## config.mk

```make
export PLATFORM = sky130hd
export DESIGN_NAME = frame_rx_top
export DESIGN_NICKNAME = d
export VERILOG_FILES = /design/src/fp_pkg.sv /design/src/rx_fifo.sv /design/src/frame_parser.sv /design/src/frame_apb_regs.sv /design/src/frame_rx_top.sv
export SDC_FILE = /design/constraint.sdc
export NUM_CORES = 1
export LEC_CHECK = 0
export ABC_AREA = 1
export BUFFER_PORTS_ARGS = -buffer_cell sky130_fd_sc_hd__buf_4
export CAP_MARGIN = 20
export CORE_AREA = 8 8 203 205
export CTS_BUF_LIST = sky130_fd_sc_hd__clkbuf_8
export DETAILED_ROUTE_END_ITERATION = 8
export DIE_AREA = 0 0 211 213
export GPL_TIMING_DRIVEN = 0
export PLACE_DENSITY = 0.58
export SYNTH_ARGS = -nofsm -noshare
export SYNTH_HDL_FRONTEND = slang
export SYNTH_SLANG_ARGS = --single-unit
```

## constraint.sdc

```tcl
create_clock -name clk -period 5.92 [get_ports clk]
set_input_delay 1.184 -clock clk [delete_from_list [all_inputs] [get_ports clk]]
set_output_delay 1.184 -clock clk [all_outputs]
set_load 0.02 [all_outputs]
```

## src/fp_pkg.sv

```systemverilog
`default_nettype none

package fp_pkg;

    // ======================================================================
    // Stream and frame field types
    // ======================================================================

    // One stream byte or a CRC value
    typedef logic [7:0]  byte_t;
    // Frame address, sent most significant byte first
    typedef logic [31:0] addr_t;
    // Frame status code
    typedef logic [7:0]  status_t;

    // Status codes reported per frame
    localparam status_t STATUS_OK        = 8'h00;
    localparam status_t STATUS_CRC_ERR   = 8'h01;
    localparam status_t STATUS_CMD_INV   = 8'h02;
    localparam status_t STATUS_LEN_RANGE = 8'h03;
    localparam status_t STATUS_TIMEOUT   = 8'h04;

    // Protocol constants
    localparam byte_t      SOF_BYTE = 8'hAA;
    localparam logic [3:0] OP_READ  = 4'h1;
    localparam logic [3:0] OP_WRITE = 4'h2;
    // x^8 + x^2 + x + 1, initial value zero
    localparam byte_t      CRC_POLY = 8'h07;

    // Parser FSM, shared so messages can name the states
    typedef enum logic [2:0] {
        IDLE, CMD, ADDR, DATA, CRC, VALIDATE, HOLD, ERROR
    } parse_state_e;

    // Decoded frame, first data byte in the low bits
    typedef struct packed {
        byte_t       cmd;
        addr_t       addr;
        logic [63:0] data;
    } frame_t;

    // ======================================================================
    // APB bus
    // ======================================================================

    typedef struct packed {
        logic        psel;
        logic        penable;
        logic        pwrite;
        logic [7:0]  paddr;
        logic [31:0] pwdata;
    } apb_req_t;

    typedef struct packed {
        logic [31:0] prdata;
        logic        pready;
        logic        pslverr;
    } apb_rsp_t;

    // Register offsets
    localparam logic [7:0] REG_STATUS    = 8'h00;
    localparam logic [7:0] REG_CMD       = 8'h04;
    localparam logic [7:0] REG_ADDR      = 8'h08;
    localparam logic [7:0] REG_DATA_LO   = 8'h0C;
    localparam logic [7:0] REG_DATA_HI   = 8'h10;
    localparam logic [7:0] REG_ERR_COUNT = 8'h14;
    localparam logic [7:0] REG_CTRL      = 8'h18;

endpackage

`default_nettype wire

```

## src/rx_fifo.sv

```systemverilog
`default_nettype none

module rx_fifo #(
    parameter int FIFO_DEPTH = 16
) (
    input  logic          clk,
    input  logic          rst,
    input  fp_pkg::byte_t wr_data,
    input  logic          wr_valid,
    output logic          wr_ready,
    output fp_pkg::byte_t rd_data,
    input  logic          rd_en,
    output logic          empty
);

    // Address width; pointers carry one extra wrap bit
    localparam int AW = $clog2(FIFO_DEPTH);
    localparam logic [AW:0] PTR_ONE = 1;

    // Byte storage, no reset
    fp_pkg::byte_t mem [FIFO_DEPTH];

    logic [AW:0] wr_ptr;
    logic [AW:0] rd_ptr;
    logic        full;
    logic        wr_fire;
    // Set one cycle after reset, holds off the write side until then
    logic        live_q;

    // Same index, different wrap bit
    assign full  = (wr_ptr[AW] != rd_ptr[AW]) && (wr_ptr[AW-1:0] == rd_ptr[AW-1:0]);
    assign empty = (wr_ptr == rd_ptr);

    assign wr_ready = live_q && !full;
    assign wr_fire  = wr_valid && wr_ready;

    // Head byte shown without a read
    assign rd_data = mem[rd_ptr[AW-1:0]];

    always_ff @(posedge clk) begin
        if (!rst) begin
            live_q <= 1'b0;
        end else begin
            live_q <= 1'b1;
        end
    end

    // Pointer update
    // read and write may share an edge
    always_ff @(posedge clk) begin
        if (!rst) begin
            wr_ptr <= '0;
            rd_ptr <= '0;
        end else begin
            if (wr_fire) begin
                wr_ptr <= wr_ptr + PTR_ONE;
            end
            if (rd_en && !empty) begin
                rd_ptr <= rd_ptr + PTR_ONE;
            end
        end
    end

    always_ff @(posedge clk) begin
        if (wr_fire) begin
            mem[wr_ptr[AW-1:0]] <= wr_data;
        end
    end

endmodule

`default_nettype wire

```

## src/frame_parser.sv

```systemverilog
`default_nettype none

module frame_parser #(
    parameter int MAX_DATA_BYTES = 8,
    parameter int TIMEOUT_CYCLES = 64
) (
    input  logic            clk,
    input  logic            rst,
    input  fp_pkg::byte_t   fifo_data,
    input  logic            fifo_empty,
    output logic            fifo_rd_en,
    output fp_pkg::frame_t  frame,
    output logic            frame_valid,
    output logic            frame_done,
    output fp_pkg::status_t frame_status,
    input  logic            frame_consume
);

    localparam logic [3:0] MAX_LEN = 4'(MAX_DATA_BYTES);
    // Wide enough to hold TIMEOUT_CYCLES itself
    localparam int TW = $clog2(TIMEOUT_CYCLES + 1);
    localparam logic [TW-1:0] TMO_LAST = TW'(TIMEOUT_CYCLES - 1);
    localparam logic [TW-1:0] TMO_ONE  = 1;

    fp_pkg::parse_state_e state;

    // Assembled frame and CRC bytes
    fp_pkg::frame_t  frame_q;
    fp_pkg::byte_t   crc_q;
    fp_pkg::byte_t   rx_crc_q;
    fp_pkg::byte_t   crc_next;

    // Control
    logic [2:0]      byte_cnt;
    logic [3:0]      len_m1;
    logic [TW-1:0]   tmo_cnt;
    logic            waiting;
    logic            tmo_hit;
    fp_pkg::status_t err_q;
    fp_pkg::status_t cmd_status;
    fp_pkg::status_t crc_status;

    // ======================================================================
    // CRC-8, MSB first, one byte per call
    // ======================================================================

    function automatic fp_pkg::byte_t crc8_update(
        input fp_pkg::byte_t crc,
        input fp_pkg::byte_t data
    );
        fp_pkg::byte_t c;
        c = crc ^ data;
        for (int i = 0; i < 8; i++) begin
            if (c[7]) begin
                c = {c[6:0], 1'b0} ^ fp_pkg::CRC_POLY;
            end else begin
                c = {c[6:0], 1'b0};
            end
        end
        return c;
    endfunction

    assign crc_next = crc8_update(crc_q, fifo_data);

    // States that consume bytes from the FIFO
    assign waiting = (state == fp_pkg::CMD) || (state == fp_pkg::ADDR) ||
                     (state == fp_pkg::DATA) || (state == fp_pkg::CRC);

    // Never a read in HOLD, VALIDATE or ERROR
    assign fifo_rd_en = !fifo_empty && (waiting || (state == fp_pkg::IDLE));

    // Reached on the TIMEOUT_CYCLES-th silent cycle
    assign tmo_hit = waiting && fifo_empty && (tmo_cnt == TMO_LAST);

    // Last data index from the length nibble
    assign len_m1 = frame_q.cmd[3:0] - 4'd1;

    // Opcode and length check on the byte in the CMD step
    always_comb begin
        cmd_status = fp_pkg::STATUS_OK;
        case (fifo_data[7:4])
            fp_pkg::OP_READ: begin
                if (fifo_data[3:0] != 4'd0) begin
                    cmd_status = fp_pkg::STATUS_LEN_RANGE;
                end
            end
            fp_pkg::OP_WRITE: begin
                if (fifo_data[3:0] > MAX_LEN) begin
                    cmd_status = fp_pkg::STATUS_LEN_RANGE;
                end
            end
            default: cmd_status = fp_pkg::STATUS_CMD_INV;
        endcase
    end

    assign crc_status = (rx_crc_q == crc_q) ? fp_pkg::STATUS_OK : fp_pkg::STATUS_CRC_ERR;

    // ======================================================================
    // FSM and timeout counter
    // ======================================================================

    always_ff @(posedge clk) begin
        if (!rst) begin
            state    <= fp_pkg::IDLE;
            byte_cnt <= '0;
            tmo_cnt  <= '0;
            err_q    <= fp_pkg::STATUS_OK;
        end else begin
            // Silence counter, cleared by any read
            if (fifo_rd_en || !waiting) begin
                tmo_cnt <= '0;
            end else begin
                tmo_cnt <= tmo_cnt + TMO_ONE;
            end

            case (state)
                fp_pkg::IDLE: begin
                    // Anything but SOF is dropped
                    if (fifo_rd_en && fifo_data == fp_pkg::SOF_BYTE) begin
                        state <= fp_pkg::CMD;
                    end
                end
                fp_pkg::CMD: begin
                    if (fifo_rd_en) begin
                        byte_cnt <= '0;
                        if (cmd_status != fp_pkg::STATUS_OK) begin
                            err_q <= cmd_status;
                            state <= fp_pkg::ERROR;
                        end else begin
                            state <= fp_pkg::ADDR;
                        end
                    end
                end
                fp_pkg::ADDR: begin
                    if (fifo_rd_en) begin
                        byte_cnt <= byte_cnt + 3'd1;
                        if (byte_cnt == 3'd3) begin
                            byte_cnt <= '0;
                            // Zero length skips the data step
                            if (frame_q.cmd[3:0] == 4'd0) begin
                                state <= fp_pkg::CRC;
                            end else begin
                                state <= fp_pkg::DATA;
                            end
                        end
                    end
                end
                fp_pkg::DATA: begin
                    if (fifo_rd_en) begin
                        byte_cnt <= byte_cnt + 3'd1;
                        if ({1'b0, byte_cnt} == len_m1) begin
                            state <= fp_pkg::CRC;
                        end
                    end
                end
                fp_pkg::CRC: begin
                    if (fifo_rd_en) begin
                        state <= fp_pkg::VALIDATE;
                    end
                end
                fp_pkg::VALIDATE: begin
                    if (crc_status == fp_pkg::STATUS_OK) begin
                        state <= fp_pkg::HOLD;
                    end else begin
                        state <= fp_pkg::IDLE;
                    end
                end
                fp_pkg::HOLD: begin
                    if (frame_consume) begin
                        state <= fp_pkg::IDLE;
                    end
                end
                default: state <= fp_pkg::IDLE;
            endcase

            // Mid-frame silence overrides the byte steps
            if (tmo_hit) begin
                err_q <= fp_pkg::STATUS_TIMEOUT;
                state <= fp_pkg::ERROR;
            end
        end
    end

    // Payload capture, no reset
    always_ff @(posedge clk) begin
        if (fifo_rd_en) begin
            case (state)
                fp_pkg::IDLE: begin
                    // Fresh frame starts with zero CRC and empty data
                    crc_q        <= '0;
                    frame_q.data <= '0;
                end
                fp_pkg::CMD: begin
                    frame_q.cmd <= fifo_data;
                    crc_q       <= crc_next;
                end
                fp_pkg::ADDR: begin
                    frame_q.addr <= {frame_q.addr[23:0], fifo_data};
                    crc_q        <= crc_next;
                end
                fp_pkg::DATA: begin
                    frame_q.data[{byte_cnt, 3'b000} +: 8] <= fifo_data;
                    crc_q                                  <= crc_next;
                end
                fp_pkg::CRC: rx_crc_q <= fifo_data;
                default: ;
            endcase
        end
    end

    // Frame outputs
    assign frame        = frame_q;
    assign frame_valid  = (state == fp_pkg::HOLD);
    // One pulse per finished frame, good or bad
    assign frame_done   = (state == fp_pkg::VALIDATE) || (state == fp_pkg::ERROR);
    assign frame_status = (state == fp_pkg::VALIDATE) ? crc_status : err_q;

endmodule

`default_nettype wire

```

## src/frame_apb_regs.sv

```systemverilog
`default_nettype none

module frame_apb_regs (
    input  logic             clk,
    input  logic             rst,
    input  fp_pkg::apb_req_t apb_req,
    output fp_pkg::apb_rsp_t apb_rsp,
    input  fp_pkg::frame_t   frame,
    input  logic             frame_valid,
    input  logic             frame_done,
    input  fp_pkg::status_t  frame_status,
    output logic             frame_consume,
    output logic             frame_irq
);

    // Access phase, no wait states
    logic access;
    logic wr_ctrl;
    logic hit;
    logic [31:0] rdata;

    fp_pkg::status_t last_status;
    logic [7:0]      err_cnt;
    logic            consume_q;

    assign access = apb_req.psel && apb_req.penable;

    // Consume only when a frame is waiting
    assign wr_ctrl = access && apb_req.pwrite && (apb_req.paddr == fp_pkg::REG_CTRL) &&
                     apb_req.pwdata[0] && frame_valid;

    // ======================================================================
    // Read decode
    // ======================================================================

    always_comb begin
        hit   = 1'b1;
        rdata = '0;
        case (apb_req.paddr)
            fp_pkg::REG_STATUS:    rdata = {16'h0, last_status, 7'h0, frame_valid};
            fp_pkg::REG_CMD:       rdata = {24'h0, frame.cmd};
            fp_pkg::REG_ADDR:      rdata = frame.addr;
            fp_pkg::REG_DATA_LO:   rdata = frame.data[31:0];
            fp_pkg::REG_DATA_HI:   rdata = frame.data[63:32];
            fp_pkg::REG_ERR_COUNT: rdata = {24'h0, err_cnt};
            // Write-only control, reads as zero
            fp_pkg::REG_CTRL:      rdata = '0;
            default:               hit   = 1'b0;
        endcase
    end

    // Unmapped offsets flag an error and do nothing else
    assign apb_rsp = '{
        prdata:  rdata,
        pready:  1'b1,
        pslverr: access && !hit
    };

    // ======================================================================
    // Status, error count and consume
    // ======================================================================

    always_ff @(posedge clk) begin
        if (!rst) begin
            last_status <= fp_pkg::STATUS_OK;
            err_cnt     <= '0;
            consume_q   <= 1'b0;
        end else begin
            // One-cycle pulse to the parser
            consume_q <= wr_ctrl;
            if (frame_done) begin
                last_status <= frame_status;
                // Saturates at 255
                if (frame_status != fp_pkg::STATUS_OK && err_cnt != 8'hFF) begin
                    err_cnt <= err_cnt + 8'd1;
                end
            end
        end
    end

    assign frame_consume = consume_q;

    // Interrupt while a good frame waits
    assign frame_irq = frame_valid;

endmodule

`default_nettype wire

```

## src/frame_rx_top.sv

```systemverilog
`default_nettype none

module frame_rx_top #(
    parameter int FIFO_DEPTH     = 16,
    parameter int MAX_DATA_BYTES = 8,
    parameter int TIMEOUT_CYCLES = 64
) (
    input  logic             clk,
    input  logic             rst,
    input  fp_pkg::byte_t    rx_data,
    input  logic             rx_valid,
    output logic             rx_ready,
    input  fp_pkg::apb_req_t apb_req,
    output fp_pkg::apb_rsp_t apb_rsp,
    output logic             frame_irq
);

    // FIFO to parser
    fp_pkg::byte_t   fifo_data;
    logic            fifo_empty;
    logic            fifo_rd_en;

    // Parser to registers
    fp_pkg::frame_t  frame;
    logic            frame_valid;
    logic            frame_done;
    fp_pkg::status_t frame_status;
    logic            frame_consume;

    rx_fifo #(
        .FIFO_DEPTH (FIFO_DEPTH)
    ) fifo0 (
        .clk      (clk),
        .rst      (rst),
        .wr_data  (rx_data),
        .wr_valid (rx_valid),
        .wr_ready (rx_ready),
        .rd_data  (fifo_data),
        .rd_en    (fifo_rd_en),
        .empty    (fifo_empty)
    );

    frame_parser #(
        .MAX_DATA_BYTES (MAX_DATA_BYTES),
        .TIMEOUT_CYCLES (TIMEOUT_CYCLES)
    ) parser0 (
        .clk           (clk),
        .rst           (rst),
        .fifo_data     (fifo_data),
        .fifo_empty    (fifo_empty),
        .fifo_rd_en    (fifo_rd_en),
        .frame         (frame),
        .frame_valid   (frame_valid),
        .frame_done    (frame_done),
        .frame_status  (frame_status),
        .frame_consume (frame_consume)
    );

    frame_apb_regs regs0 (
        .clk           (clk),
        .rst           (rst),
        .apb_req       (apb_req),
        .apb_rsp       (apb_rsp),
        .frame         (frame),
        .frame_valid   (frame_valid),
        .frame_done    (frame_done),
        .frame_status  (frame_status),
        .frame_consume (frame_consume),
        .frame_irq     (frame_irq)
    );

endmodule

`default_nettype wire

```

==> PnR_summary.wiki, run 1 <==
{| class="wikitable"
! Metric !! Value
|-
| Min setup slack post-route || 1020 ps
|-
| Area share of the largest cell type after synthesis || 0.550
|-
| Start point of the worst min-delay path || parser0.frame[71]
|-
| Routed length per placed instance || 18.0 um
|-
| Gate Count Post-Synth || 1392
|-
| 1st-iter DRT viols || 830
|-
| Origin of the worst setup path || apb_req[39]
|-
| Width of the die || 211 um
|-
| Yosys reg bits || 291
|-
| Top area cells in the synthesized netlist || sky130_fd_sc_hd__edfxtp_1 (55%), sky130_fd_sc_hd__nand2_1 (8.4%), sky130_fd_sc_hd__dfxtp_1 (6.4%)
|-
| Number of hold buffers added after CTS || 0
|-
| Achievable Freq || 204 MHz
|-
| Minimum clock period || 4900 ps
|-
| TritonCTS Sinks || 291
|-
| Worst Path Max Fanout || 8
|-
| Yosys top cell by area || sky130_fd_sc_hd__edfxtp_1
|-
| Final slew viol count || 0
|-
| Count of pins on the block boundary || 90
|-
| Number of setup violations in the final report || 0
|-
| Number of fillers in the final layout || 3720
|-
| Post-synth top flop || sky130_fd_sc_hd__edfxtp_1
|-
| Hpwl dp || 26.0 mm
|-
| Clock tree from TritonCTS || built
|-
| Pleak || 6.10 nW
|-
| Remaining routing DRC violations || 0
|-
| CTS buffer count || 50
|-
| First-pass GRT wire length || 57.1 mm
|-
| Clock Skews || 22.3 ps
|-
| Arrival time of data at the critical path endpoint || 3710 ps
|-
| Number of enable-type register cells in the synthesized netlist || 248
|-
| WP data required || 4740 ps
|-
| Placement-stage worst setup slack || 1130 ps
|-
| PortBufs || 57
|-
| Cell area reported after detailed placement || 0.0147 mm^2
|-
| Average size of a mapped cell || 9.72 um^2
|-
| Layout cell share with drive strength beyond 1 || 0.115
|-
| Die Footprint || 0.0449 mm^2
|-
| Count of cells along the worst hold path || 0
|-
| Combinational family with the most area after synthesis || simple AND/OR/NAND/NOR gates
|-
| Type of the worst min-delay path || reg -> reg
|-
| Number of global-route vias before repair || 10000
|-
| Number of cells on the worst reg-to-reg path || 11
|-
| Die H || 213 um
|-
| Basic-gate share of the synthesized area counting and, or, nand and nor cells || 0.189
|-
| Via count || 10300
|-
| Maximum number of pins on one net before global-route repair || 23
|-
| Total iterations of the first detailed-routing run || 6
|-
| Diode insertion count for antenna repair || 0
|-
| Power, Total || 6.43 mW
|-
| Kind of end point of the critical path || output port
|-
| Maxcap violations || 0
|-
| Count leader, synth || sky130_fd_sc_hd__nand2_1
|-
| Detail-routed via count per cell || 4.98
|-
| Share of synthesized area occupied by flip-flops and latches || 0.614
|-
| Clock-pin slew of the registers on the worst-case setup and hold paths || 60 ps
|-
| Worst-case register-to-register setup slack || 2130 ps
|-
| Post-CTS setup buffer count || 0
|-
| Crit path kind || in -> out
|-
| Tightest Pin Transition || 1110 ps
|-
| IR Drop Worst-Case VDD || 0.000180 V
|-
| Result of the run || finished clean
|-
| Category of the worst setup path launch point || input port
|-
| Gates resized, CTS repair || 0
|-
| Ys async rst share || 0
|-
| Finished Cell Area || 0.0157 mm^2
|-
| Number of failing hold endpoints at the final stage || 0
|-
| Worst skew pair latency || 610 ps
|-
| Final Routed Wirelength || 37.2 mm
|-
| Net count, final || 1576
|-
| Setup repair after global routing missed its margin || no
|-
| Synth top cells by count || sky130_fd_sc_hd__nand2_1 (303), sky130_fd_sc_hd__edfxtp_1 (248), sky130_fd_sc_hd__inv_1 (148)
|-
| Rel. slew slack || 0.255
|-
| Initial standard-cell utilization of the core || 0.355
|-
| Number of nets produced by synthesis || 1462
|-
| Compound-cell area share of the yosys netlist || 0.0973
|-
| Relative area change from synthesis to final layout || 15.8%
|-
| Post-synthesis share of cell area spent on xor and xnor gates || 0.0209
|-
| PD cells || 411 mW/mm^2
|-
| Remaining number of nets flagged by the antenna check after routing || 0
|-
| Number of placement rows || 72
|-
| Overflow after GRT || 0
|-
| Launching point of the worst reg2reg path || parser0.byte_cnt[0]
|-
| Core Footprint || 0.0381 mm^2
|-
| Clock Root Buffer || sky130_fd_sc_hd__clkbuf_8
|-
| Maximum buffer depth of the clock tree || 3
|-
| Synth Area in Adders || 0.0148
|-
| Post-synthesis mux area share || 0
|-
| Number of warnings issued by yosys || 0
|-
| Period utilization || 0.827
|-
| Routability congestion estimate || 0.854
|-
| CTS HTree Levels || 2
|-
| Initial antenna violation count || 0
|-
| Count of cell types in the netlist || 46
|-
| Syn Std Cell Area || 0.0135 mm^2
|-
| Total routing resource utilization after global routing || 0.165
|}
state kept, by name, summed over array words and instances, names as in the netlist, 5 cells and up, named ones only:
name              flops
fifo0.mem           128
fifo0.rd_ptr          5
fifo0.wr_ptr          5
parser0.crc_q         8
parser0.frame       104
parser0.rx_crc_q      8
parser0.tmo_cnt       7
regs0.err_cnt         8
metal layers:
metal	part of all wire	GRT usage
met1	0.42	0.206
met4	0.035	0.0763
met2	0.48	0.275
met3	0.066	0.0296
met5	0	0
path summary, 6_finish.rpt:
| path | endpoint |
|---|---|
| worst max-delay path | apb_rsp[2] |
| worst min-delay path | parser0.frame[79] |
| worst max register to register | parser0.frame[7] |
| worst min register to register | parser0.frame[79] |
cell type report:
cell class                      count  area [um^2]  share of cell area
Multi-Input combinational cell    891         4370               0.279
Buffer                             57          288              0.0184
Timing Repair Buffer               62          546              0.0348
Sequential cell                   291         8310               0.530
Clock buffer                       53          729              0.0466
Clock inverter                     37          203              0.0129
Tap cell                          518          648              0.0414
Inverter                          153          577              0.0368
cells in the final DEF (no fill, tap or decap), types with 3 or more instances in the layout:
cell type	count
sky130_fd_sc_hd__nand2_1	303
sky130_fd_sc_hd__edfxtp_1	248
sky130_fd_sc_hd__inv_1	169
sky130_fd_sc_hd__nand3_1	122
sky130_fd_sc_hd__nor2_1	117
sky130_fd_sc_hd__o21ai_0	111
sky130_fd_sc_hd__a21oi_1	103
sky130_fd_sc_hd__buf_4	63
sky130_fd_sc_hd__clkbuf_8	53
sky130_fd_sc_hd__dfxtp_1	43
sky130_fd_sc_hd__clkbuf_1	32
sky130_fd_sc_hd__nor3_1	19
sky130_fd_sc_hd__ha_1	16
sky130_fd_sc_hd__xor2_1	15
sky130_fd_sc_hd__buf_2	14
sky130_fd_sc_hd__nand4_1	9
sky130_fd_sc_hd__o21ai_1	9
sky130_fd_sc_hd__a221oi_1	8
sky130_fd_sc_hd__o211ai_1	8
sky130_fd_sc_hd__nand2_2	8
sky130_fd_sc_hd__xnor2_1	8
sky130_fd_sc_hd__clkinv_1	8
sky130_fd_sc_hd__clkinv_2	6
sky130_fd_sc_hd__xor2_2	5
sky130_fd_sc_hd__nand3_2	4
sky130_fd_sc_hd__buf_16	4
sky130_fd_sc_hd__inv_2	3
sky130_fd_sc_hd__or2_2	3
critical path, cell delays in order:
cell	delay, ps
sky130_fd_sc_hd__buf_4	100
sky130_fd_sc_hd__nor2_1	90
sky130_fd_sc_hd__inv_1	40
sky130_fd_sc_hd__nor2_1	110
sky130_fd_sc_hd__inv_1	70
sky130_fd_sc_hd__nor2_1	190
sky130_fd_sc_hd__inv_1	110
sky130_fd_sc_hd__nor4_2	760
sky130_fd_sc_hd__inv_1	380
sky130_fd_sc_hd__o221ai_1	440
sky130_fd_sc_hd__buf_4	220
metrics by stage:
stage,hold slack [ps],utilization,std cells,TNS [ps]
detailed placement,437,0.387,1972,0
global placement,427,0.383,1967,-56440
finish,450,0.411,2062,0
CTS,444,0.411,2062,0
floorplan,418,-,1392,0
global route,452,0.411,2062,0
power breakdown:
| group | total, mW | internal, mW | switching [mW] |
|---|---|---|---|
| Combinational | 1.91 | 0.581 | 1.33 |
| Clock | 1.74 | 0.911 | 0.828 |
| Sequential | 2.78 | 2.63 | 0.154 |
cell families after synthesis:
group | count (synthesis)
compound gates | 248
xor+xnor | 28
fa+ha+maj | 16
buf+inv | 210
flops | 291
other cells | 1
simple gates | 598
(Power assumes the default switching activity.)
==> inputs of run 2 (changes only) <==
--- a/config.mk
+++ b/config.mk
@@ -13,7 +13,7 @@
 export DETAILED_ROUTE_END_ITERATION = 8
 export DIE_AREA = 0 0 211 213
 export GPL_TIMING_DRIVEN = 0
-export PLACE_DENSITY = 0.58
+export PLACE_DENSITY = 0.6
 export SYNTH_ARGS = -nofsm -noshare
 export SYNTH_HDL_FRONTEND = slang
 export SYNTH_SLANG_ARGS = --single-unit
==> constraint.sdc (replaced) <==
create_clock -name clk -period 3.95 [get_ports clk]
set_input_delay 0.79 -clock clk [delete_from_list [all_inputs] [get_ports clk]]
set_output_delay 0.79 -clock clk [all_outputs]
set_load 0.02 [all_outputs]
==> run 2 against run 1 <==
Effect of this change: global-route usage is 0.19 points lower; first-iteration DRC count is 2.5% lower; clock power is 57% higher; routed wire length hardly changed; core utilization is 0.17 points higher; count of clock-buffer cells in the layout is 1 higher; power is 51% higher; clock skew is 16 ps higher; non-clock buffer count stayed put; largest power group unchanged; critical endpoint is now apb_rsp[4].
==> PnR_summary.wiki, run 2 (synthesized netlist as in run 1, its figures left out) <==
{| class="wikitable"
! Metric !! Value
|-
| Result of the run || finished clean
|-
| Crit path kind || in -> out
|-
| Worst skew pair latency || 610 ps
|-
| Achievable Freq || 262 MHz
|-
| Cell area reported after detailed placement || 0.0147 mm^2
|-
| Pleak || 6.10 nW
|-
| Initial standard-cell utilization of the core || 0.355
|-
| Count of cells along the worst hold path || 1
|-
| CTS buffer count || 50
|-
| Power, Total || 9.69 mW
|-
| Leading cell type in the layout, fill and taps excluded || sky130_fd_sc_hd__nand2_1
|-
| Detail-routed via count per cell || 5.04
|-
| Number of hold buffers added after CTS || 0
|-
| Remaining routing DRC violations || 0
|-
| Layout cell share with drive strength beyond 1 || 0.121
|-
| Clock Root Buffer || sky130_fd_sc_hd__clkbuf_8
|-
| Number of failing hold endpoints at the final stage || 0
|-
| Number of fillers in the final layout || 3733
|-
| Net count, final || 1576
|-
| Number of global-route vias before repair || 10200
|-
| Count of pins on the block boundary || 90
|-
| Setup repair after global routing missed its margin || no
|-
| Maximum buffer depth of the clock tree || 3
|-
| Die H || 213 um
|-
| Worst Path Max Fanout || 8
|-
| Number of cells on the worst reg-to-reg path || 11
|-
| Kind of end point of the critical path || output port
|-
| Dpl cells || 1970
|-
| Overflow after GRT || 0
|-
| Part of the power in registers || 0.430
|-
| Category of the worst setup path launch point || input port
|-
| TritonCTS Sinks || 291
|-
| Total iterations of the first detailed-routing run || 5
|-
| Final cell count without fillers || 2065
|-
| Minimum clock period || 3820 ps
|-
| PD cells || 616 mW/mm^2
|-
| 1st-iter DRT viols || 809
|-
| Die Footprint || 0.0449 mm^2
|-
| Width of the die || 211 um
|-
| Arrival time of data at the critical path endpoint || 3030 ps
|-
| Maximum number of pins on one net before global-route repair || 26
|-
| Finished Cell Area || 0.0157 mm^2
|-
| Highest-count cells in the layout ignoring fill and taps || sky130_fd_sc_hd__nand2_1 (303), sky130_fd_sc_hd__edfxtp_1 (248), sky130_fd_sc_hd__inv_1 (160)
|-
| Clock-pin slew of the registers on the worst-case setup and hold paths || 50 ps
|-
| Via count || 10400
|-
| Initial antenna violation count || 0
|-
| End-of-flow core utilization || 0.413
|-
| Flip-flop count of the largest register after layout || 128
|-
| Routed length per placed instance || 18.0 um
|-
| Core Footprint || 0.0381 mm^2
|-
| Maxcap violations || 0
|-
| Relative area change from synthesis to final layout || 16.3%
|-
| Switching Share || 0.359
|-
| Clock tree from TritonCTS || built
|-
| Final slew viol count || 0
|-
| IR Drop Worst-Case VDD || 0.000341 V
|-
| Clock group share of total power || 0.282
|-
| Routability congestion estimate || 0.874
|-
| Clock Skews || 38.2 ps
|-
| Diode insertion count for antenna repair || 0
|-
| WP data required || 3160 ps
|-
| Final Routed Wirelength || 37.1 mm
|-
| Internal Pwr Total || 6.22 mW
|-
| Sum of negative setup slack || 0 ps
|-
| First-pass GRT wire length || 56.9 mm
|-
| Number of setup violations in the final report || 0
|-
| Tightest Pin Transition || 1000 ps
|-
| PortBufs || 57
|-
| Total routing resource utilization after global routing || 0.163
|-
| Rel. slew slack || 0.331
|-
| Remaining number of nets flagged by the antenna check after routing || 0
|-
| NetSw || 3.48 mW
|-
| Number of placement rows || 72
|-
| Portion of total power attributed to combinational logic || 0.288
|-
| Type of the worst min-delay path || in -> reg
|-
| Period utilization || 0.967
|-
| Hpwl dp || 26.0 mm
|-
| CTS HTree Levels || 2
|}
==> run 2: final cells by class <==
class | count | area (um^2) | area share
clock inverter | 39 | 255 | 0.0162
inverter | 153 | 581 | 0.0369
sequential | 291 | 8310 | 0.528
multi-input combinational | 891 | 4380 | 0.278
tap | 518 | 648 | 0.0412
buffer | 56 | 287 | 0.0182
clock buffer | 54 | 743 | 0.0472
timing repair buffer | 63 | 529 | 0.0336
==> run 2: repair_timing <==
item / in CTS / in global routing
buffers inserted: 0 / 2
pin swaps: 0 / 1
setup endpoints to repair: 26 / 43
gates resized for setup: 2 / 6
==> run 2: final timing paths <==
kind                       startpoint  slack (ps)                  to
setup / recovery          apb_req[39]         130          apb_rsp[4]
setup reg to reg  parser0.byte_cnt[0]         360   parser0.frame[38]
hold reg to reg    parser0.tmo_cnt[0]         450  parser0.tmo_cnt[0]
hold / removal                    rst         300        fifo0.live_q
==> run 2: through the flow <==
step / hold slack (ps) / setup slack (ps)
after floorplan: 418 / 523
after global placement: 431 / -912
after detailed placement: 441 / -335
after CTS: 280 / 78.2
after global routing: 275 / 35.1
final: 301 / 130
==> run 2: worst max-delay path, stage by stage <==
cell and delay (ps):
sky130_fd_sc_hd__buf_4 110, sky130_fd_sc_hd__nor2_1 90, sky130_fd_sc_hd__inv_1 40, sky130_fd_sc_hd__nor2_1 120, sky130_fd_sc_hd__inv_1 70, sky130_fd_sc_hd__nor2_1 250
sky130_fd_sc_hd__inv_1 170, sky130_fd_sc_hd__nor4_4 290, sky130_fd_sc_hd__buf_4 220, sky130_fd_sc_hd__inv_1 160, sky130_fd_sc_hd__o21ai_0 490, sky130_fd_sc_hd__buf_4 240
==> run 2: power by group through the flow <==
stage / Sequential [mW] / Combinational, mW / Clock, mW
floorplan: 4.17 / 1.86 / 0
global placement: 4.26 / 2.64 / 0
detailed placement: 4.22 / 2.78 / 0
CTS: 4.17 / 2.80 / 2.78
global route: 4.22 / 3.09 / 2.91
finish: 4.17 / 2.79 / 2.73
==> run 2: per-layer routing <==
| metal | track usage | vias to the layer above | share of wire |
|---|---|---|---|
| met3 | 0.0323 | 87 | 0.077 |
| met5 | 0 | - | 0 |
| met1 | 0.204 | 4916 | 0.41 |
| li1 | - | 4969 | - |
| met4 | 0.0630 | 0 | 0.033 |
| met2 | 0.275 | 431 | 0.48 |
